$ cat src/common/pattern_pkg.sv
package pattern_pkg;

	// ##############################
	// test sizing
	// ##############################

	localparam int test_length = 64; // bytes per test
	localparam int index_w = 9;
	localparam int data_w = 8;

	typedef logic [index_w-1:0] index_t;
	typedef logic [data_w-1:0] data_t;

	// ##############################
	// payload and status
	// ##############################

	// one byte on its way through the tester
	typedef struct packed {
		data_t  data;  // sent byte, or received byte on the rx side
		index_t index; // frame number within the test
	} byte_tag_t;

	typedef struct packed {
		logic   done;
		logic   receive_status; // all bytes received and matched
		index_t match_count;
	} test_status_t;

	// byte expected back for a given frame
	function automatic data_t expected_byte(index_t index);
		return index[data_w-1:0];
	endfunction

endpackage

$ cat src/common/spi_bus_pkg.sv
package spi_bus_pkg;

	// ##############################
	// bus timing mode
	// ##############################

	typedef enum logic {
		mode_0 = 1'b0, // idle low, launch on fall, sample on rise
		mode_1 = 1'b1  // idle high, launch one clk later, sample on rise
	} mode_e;

	// ##############################
	// frame counter
	// ##############################

	typedef logic [4:0] frame_cnt_t; // clk cycle within a frame

	localparam frame_cnt_t frame_last_m0 = 5'd17; // 18 clk per frame
	localparam frame_cnt_t frame_last_m1 = 5'd18; // 19 clk per frame

	localparam int edges_per_byte = 16; // spi_clk toggles per frame

	// last counter value of a frame
	function automatic frame_cnt_t frame_last(mode_e mode);
		return (mode == mode_1) ? frame_last_m1 : frame_last_m0;
	endfunction

	// level of spi_clk outside the toggle window
	function automatic logic idle_level(mode_e mode);
		return (mode == mode_1);
	endfunction

	// extra clk of delay before the first data bit
	function automatic logic launch_delay(mode_e mode);
		return (mode == mode_1);
	endfunction

endpackage

$ cat src/spi_engine/spi_engine.sv
`timescale 1ns/1ns

module spi_engine (
	input  logic clk,
	input  logic rst_n,
	input  logic tx_en,
	input  logic rx_en,
	input  spi_bus_pkg::mode_e mode_select,
	input  logic active,
	input  pattern_pkg::byte_tag_t tx_tag,
	input  logic spi_miso,
	output logic spi_clk,
	output logic spi_mosi,
	output logic byte_done,
	output logic rx_valid,
	output pattern_pkg::byte_tag_t rx_tag
);

	spi_bus_pkg::frame_cnt_t cnt;
	spi_bus_pkg::frame_cnt_t cnt_last;
	spi_bus_pkg::frame_cnt_t cnt_first;
	logic run;
	logic toggle;
	logic rise;
	logic clk_phase; // high while spi_clk is away from idle
	logic clk_idle;
	logic [3:0] slot; // bit slot of the current counter pair
	pattern_pkg::data_t rx_shift;

	assign run = active && (tx_en || rx_en);
	assign cnt_last = spi_bus_pkg::frame_last(mode_select);
	assign cnt_first = cnt_last - spi_bus_pkg::frame_cnt_t'(spi_bus_pkg::edges_per_byte);
	assign clk_idle = spi_bus_pkg::idle_level(mode_select);

	// ##############################
	// frame counter
	// ##############################

	always_ff @(posedge clk or negedge rst_n) begin
		if (!rst_n) begin
			cnt <= '0;
		end else if (!run) begin
			cnt <= '0; // abandon a partial frame
		end else if (cnt == cnt_last) begin
			cnt <= '0; // next frame follows at once
		end else begin
			cnt <= cnt + 1'b1;
		end
	end

	assign byte_done = run && (cnt == cnt_last);

	// ##############################
	// spi_clk
	// ##############################

	// counts 1..16 in mode_0, 2..17 in mode_1
	assign toggle = run && (cnt >= cnt_first) && (cnt < cnt_last);
	assign rise = toggle && !spi_clk;

	always_ff @(posedge clk or negedge rst_n) begin
		if (!rst_n) begin
			clk_phase <= 1'b0;
		end else if (!run) begin
			clk_phase <= 1'b0; // back to idle level
		end else if (toggle) begin
			clk_phase <= ~clk_phase;
		end
	end

	assign spi_clk = clk_phase ^ clk_idle;

	// ##############################
	// mosi, MSB first
	// ##############################

	// mode_1 shifts every slot one clk later
	assign slot = cnt[4:1] - {3'b000, spi_bus_pkg::launch_delay(mode_select)};

	always_ff @(posedge clk or negedge rst_n) begin
		if (!rst_n) begin
			spi_mosi <= 1'b1;
		end else if (tx_en && run && (slot < 4'd8)) begin
			spi_mosi <= tx_tag.data[3'd7 - slot[2:0]];
		end else begin
			spi_mosi <= 1'b1; // idle, receive only or past bit 0
		end
	end

	// ##############################
	// miso
	// ##############################

	always_ff @(posedge clk) begin
		if (rise) begin
			rx_shift <= {rx_shift[6:0], spi_miso};
		end
	end

	// last bit is in by the last count of either mode
	assign rx_valid = byte_done && rx_en;
	assign rx_tag.data = rx_shift;
	assign rx_tag.index = tx_tag.index; // live index, moves one clk after byte_done

	// ##############################
	// checks
	// ##############################

	property p_mode_stable;
		@(posedge clk) disable iff (!rst_n)
		(cnt != '0) |-> $stable(mode_select);
	endproperty

	a_mode_stable: assert property (p_mode_stable)
		else $error("mode_select changed inside a frame at count %0d", cnt);

	property p_clk_idle;
		@(posedge clk) disable iff (!rst_n)
		(cnt == '0) |-> (spi_clk == clk_idle);
	endproperty

	a_clk_idle: assert property (p_clk_idle)
		else $error("spi_clk not idle between frames");

endmodule
$ cat config.mk
export PLATFORM = sky130hd
export DESIGN_NAME = spi_engine
export DESIGN_NICKNAME = d
export VERILOG_FILES = /design/src/common/pattern_pkg.sv /design/src/common/spi_bus_pkg.sv /design/src/spi_engine/spi_engine.sv
export SDC_FILE = /design/constraint.sdc
export NUM_CORES = 1
export LEC_CHECK = 0
export BUFFER_PORTS_ARGS = -buffer_cell sky130_fd_sc_hd__buf_2
export CORE_MARGIN = 4
export CORE_UTILIZATION = 35
export CTS_CLUSTER_SIZE = 28
export DETAILED_ROUTE_END_ITERATION = 8
export PLACE_DENSITY_LB_ADDON = 0.05
export SYNTH_ARGS = -nofsm -noshare
export SYNTH_HDL_FRONTEND = slang
export SYNTH_SLANG_ARGS = --single-unit
$ cat constraint.sdc
create_clock -name clk -period 4.2 [get_ports clk]
set_input_delay 0.42 -clock clk [delete_from_list [all_inputs] [get_ports clk]]
set_output_delay 0.42 -clock clk [all_outputs]
set_load 0.1 [all_outputs]
==> reports/summary.log <==
INFO  critical_path  critical_path.endpoint=rx_shift[0]
INFO  floorplan      die_height=56.8um
INFO  yosys          syn_area=835um^2
INFO  floorplan      die_w=56.8um
INFO  critical_path  path_class=reg2reg
INFO  sta            timing_max_transition_violations_final=0
INFO  clock_network  cts-resized-gates=0
INFO  floorplan      boundaryPins=45
INFO  yosys          synth.ff_latch_count=15
INFO  clock_network  cts.htree.levels=1
INFO  sta            max_slew.worst_pin.slew=1040ps
INFO  sta            post-route-period-util=63.8%
INFO  detailed_routing routed-via-count=542
INFO  placed_design  place.detailed.hpwl=1.13mm
INFO  critical_path  critPathLaunchType=flip-flop
INFO  power          cell_area_power_density=375nW/um^2
INFO  global_routing grt_antenna_before_repair=0
INFO  yosys          syn-num-nets=97
INFO  final_layout   mostFrequentLayoutCell=buf_2
INFO  final_layout   seq_area=417um^2
INFO  critical_path  critical_path_required=4100ps
INFO  placed_design  post-place-cells=113
INFO  critical_path  critical_path_depth=4
INFO  sta            grt_setup_unrepaired=false
INFO  yosys          post-synth-top-area-cell=edfxtp_1
INFO  global_routing vias_in_the_first_global_route=523
INFO  flow_run       cap_viol_max_count=0
INFO  yosys          synth.area.top_cells=edfxtp_1, dfrtp_1, buf_4, ha_1, mux4_1
INFO  global_routing grt_first_pass_wirelength=2.29mm
INFO  final_layout   multi_input_area=324um^2
INFO  final_layout   synthToLayoutAreaGrowth=16.0%
INFO  final_layout   final-instance-count-excl-fill=118
INFO  placed_design  placement.setup.worst_slack=1310ps
INFO  sta            layout_setup_ws=1520ps
INFO  clock_network  cts_tree=yes
INFO  global_routing maximum_number_of_pins_on_one_net_before_global_route_repair=9
INFO  global_routing global_route.usage.total=9.38%
INFO  critical_path  reg2regPathDepth=4
INFO  sta            fin_crit=2680ps
INFO  min_path       min_path_type=in2reg
INFO  clock_network  worst_skew_pair.late_latency=280ps
INFO  yosys          yosysTopAreaCellShare=28.8%
INFO  final_layout   final_cell_mix=buf_2, nor2_1, edfxtp_1
INFO  sta            rel_slew_slack=30.3%
INFO  final_layout   final_layout_size_suffix_gt1_share=36.7%
INFO  sta            worst_clock_skew=4.20ps
INFO  sta            setup_violations=0
INFO  final_layout   fillcell_total=207
INFO  sta            finalSetupTns=0ps
INFO  placed_design  gp_congestion=0.721
INFO  clock_network  clock-root-buffer=clkbuf_4
INFO  floorplan      core-area=2230um^2
INFO  clock_network  cts.clk_slew.worst_paths=90ps
INFO  critical_path  max_stage_delay=790ps
INFO  placed_design  port_buffers=26
INFO  detailed_routing drt_iter0_markers=4
INFO  detailed_routing routed_via_density=4.59
INFO  clock_network  cts_hold_buffers=1
INFO  yosys          syn-mean-instance-area=12.3um^2
INFO  placed_design  placement_stage_cell_area=932um^2
INFO  final_layout   design_area=968um^2
INFO  power          cellLeakagePower=0.447nW
INFO  critical_path  setup.reg_to_reg.worst_slack=1520ps
INFO  floorplan      die_area=3230um^2
INFO  clock_network  clock_path_buffers=2
INFO  critical_path  worstSetupEndpointType=flip-flop
INFO  clock_network  tritoncts.num_buffers=3
INFO  yosys          netlist_instances=68
INFO  clock_network  postCtsSetupRepairBufs=0
INFO  detailed_routing wl=1.42mm
INFO  sta            max_freq=373MHz
INFO  detailed_routing post-route-drc-count=0
INFO  clock_network  clock_sink_count=15
INFO  sta            final-hold-violation-count=0
INFO  floorplan      floorplan.initialDensity=37.4%
INFO  critical_path  slowest_stage=nor3_1
INFO  critical_path  path_buf_inv=0
INFO  yosys          synth_cell_types=20
INFO  yosys          synth-seq-area-share=49.9%
INFO  final_layout   num-nets-final=120
INFO  detailed_routing postRouteAntennaNets=0
INFO  final_layout   n_antenna_cell=0
INFO  critical_path  worst_r2r_startpoint=cnt[1]
INFO  detailed_routing firstDrtPassIters=2
INFO  critical_path  crit_chain=ha_1, a2111oi_4, mux2_4, nor3_1
INFO  critical_path  timing.critical_path.arrival=2580ps
INFO  yosys          synth.yosys.warnings=0
INFO  power          worst_ir_drop_vdd=0.205mV
INFO  run_status     run_status=complete, no violations
INFO  critical_path  crit_family=simple AND/OR/NAND/NOR gates
INFO  critical_path  crit_path_start=cnt[1]
INFO  detailed_routing post_drt_wl_per_cell=12.1um
INFO  critical_path  critPathMaxFanout=8
INFO  floorplan      fp-row-count=17
INFO  critical_path  r2r_end=rx_shift[0]
INFO  global_routing globalRouteOverflowTotal=0
## worst reg2reg max path: stages (launching register included)
cell and delay (ps):
dfrtp_1 430, ha_1 390, a2111oi_4 350, mux2_4 350, nor3_1 790
## power by group
group | switching (mW) | internal [mW] | leakage (nW) | total [mW]
Sequential | 0.00536 | 0.166 | 0.165 | 0.171
Combinational | 0.0779 | 0.0333 | 0.267 | 0.111
Clock | 0.0438 | 0.0368 | 0.0150 | 0.0806
## per-layer routing
metal	GRT usage, %	vias to the layer above	share of wire [%]
met4	4.64	0	0.98
met3	3.68	4	8.6
met1	11.3	250	44
met5	0	-	0
li1	-	270	-
met2	14.5	18	46
## cell usage after synthesis (all sizes together)
| cell | number |
|---|---|
| nor2 | 10 |
| buf | 9 |
| edfxtp | 8 |
| inv | 7 |
| dfrtp | 6 |
| ha | 5 |
| xor2 | 4 |
| mux2 | 2 |
| mux4 | 2 |
| nand2 | 2 |
| nand3 | 2 |
| nand4 | 2 |
| xnor2 | 2 |
| a2111oi | 1 |
| a21oi | 1 |
| dfstp | 1 |
| mux2i | 1 |
| nand2b | 1 |
| nor3 | 1 |
| o21ai | 1 |
## worst min path at each step
stage | cells after the start | slack, ps | startpoint | end
after global placement | 1 | 270 | rst_n | clk_phase
final | 2 | 300 | tx_en | spi_mosi
after floorplan | 0 | 120 | rst_n | clk_phase
after global routing | 2 | 290 | tx_en | spi_mosi
after CTS | 2 | 290 | tx_en | spi_mosi
after detailed placement | 1 | 270 | rst_n | clk_phase
## cell families (layout without fill, tap and decap cells)
family | count (synthesis) | in the layout | share of synthesized area (%)
multiplexers | 5 | 5 | 11.1
buffers and inverters | 16 | 38 | 11.2
XOR/XNOR | 6 | 6 | 6.30
flip-flops | 15 | 15 | 49.9
adder cells (fa/ha/maj) | 5 | 5 | 7.50
AND/OR/NAND/NOR | 18 | 18 | 9.45
AO/OA/AOI/OAI | 3 | 3 | 4.50
## sequential cells by signal, summed over array words and instances (netlist names)
signal,count
cnt,5
spi_mosi,1
clk_phase,1
rx_shift,8
## stage by stage
stage / hold WS (ps) / total power [mW] / utilization, %
after floorplan: 124 / 0.306 / -
after global placement: 275 / 0.286 / 41.7
after detailed placement: 273 / 0.286 / 41.7
after CTS: 288 / 0.373 / 43.4
after global routing: 290 / 0.387 / 43.4
final: 302 / 0.363 / 43.4
## final cells by class
class                      instances  area share (%)
sequential                        15            43.0
multi-input combinational         37            33.5
timing repair buffer              27            14.5
tap                               28            3.62
clock buffer                       4            2.71
inverter                           7            2.71
No activity file was read; power rests on OpenSTA's default activity.
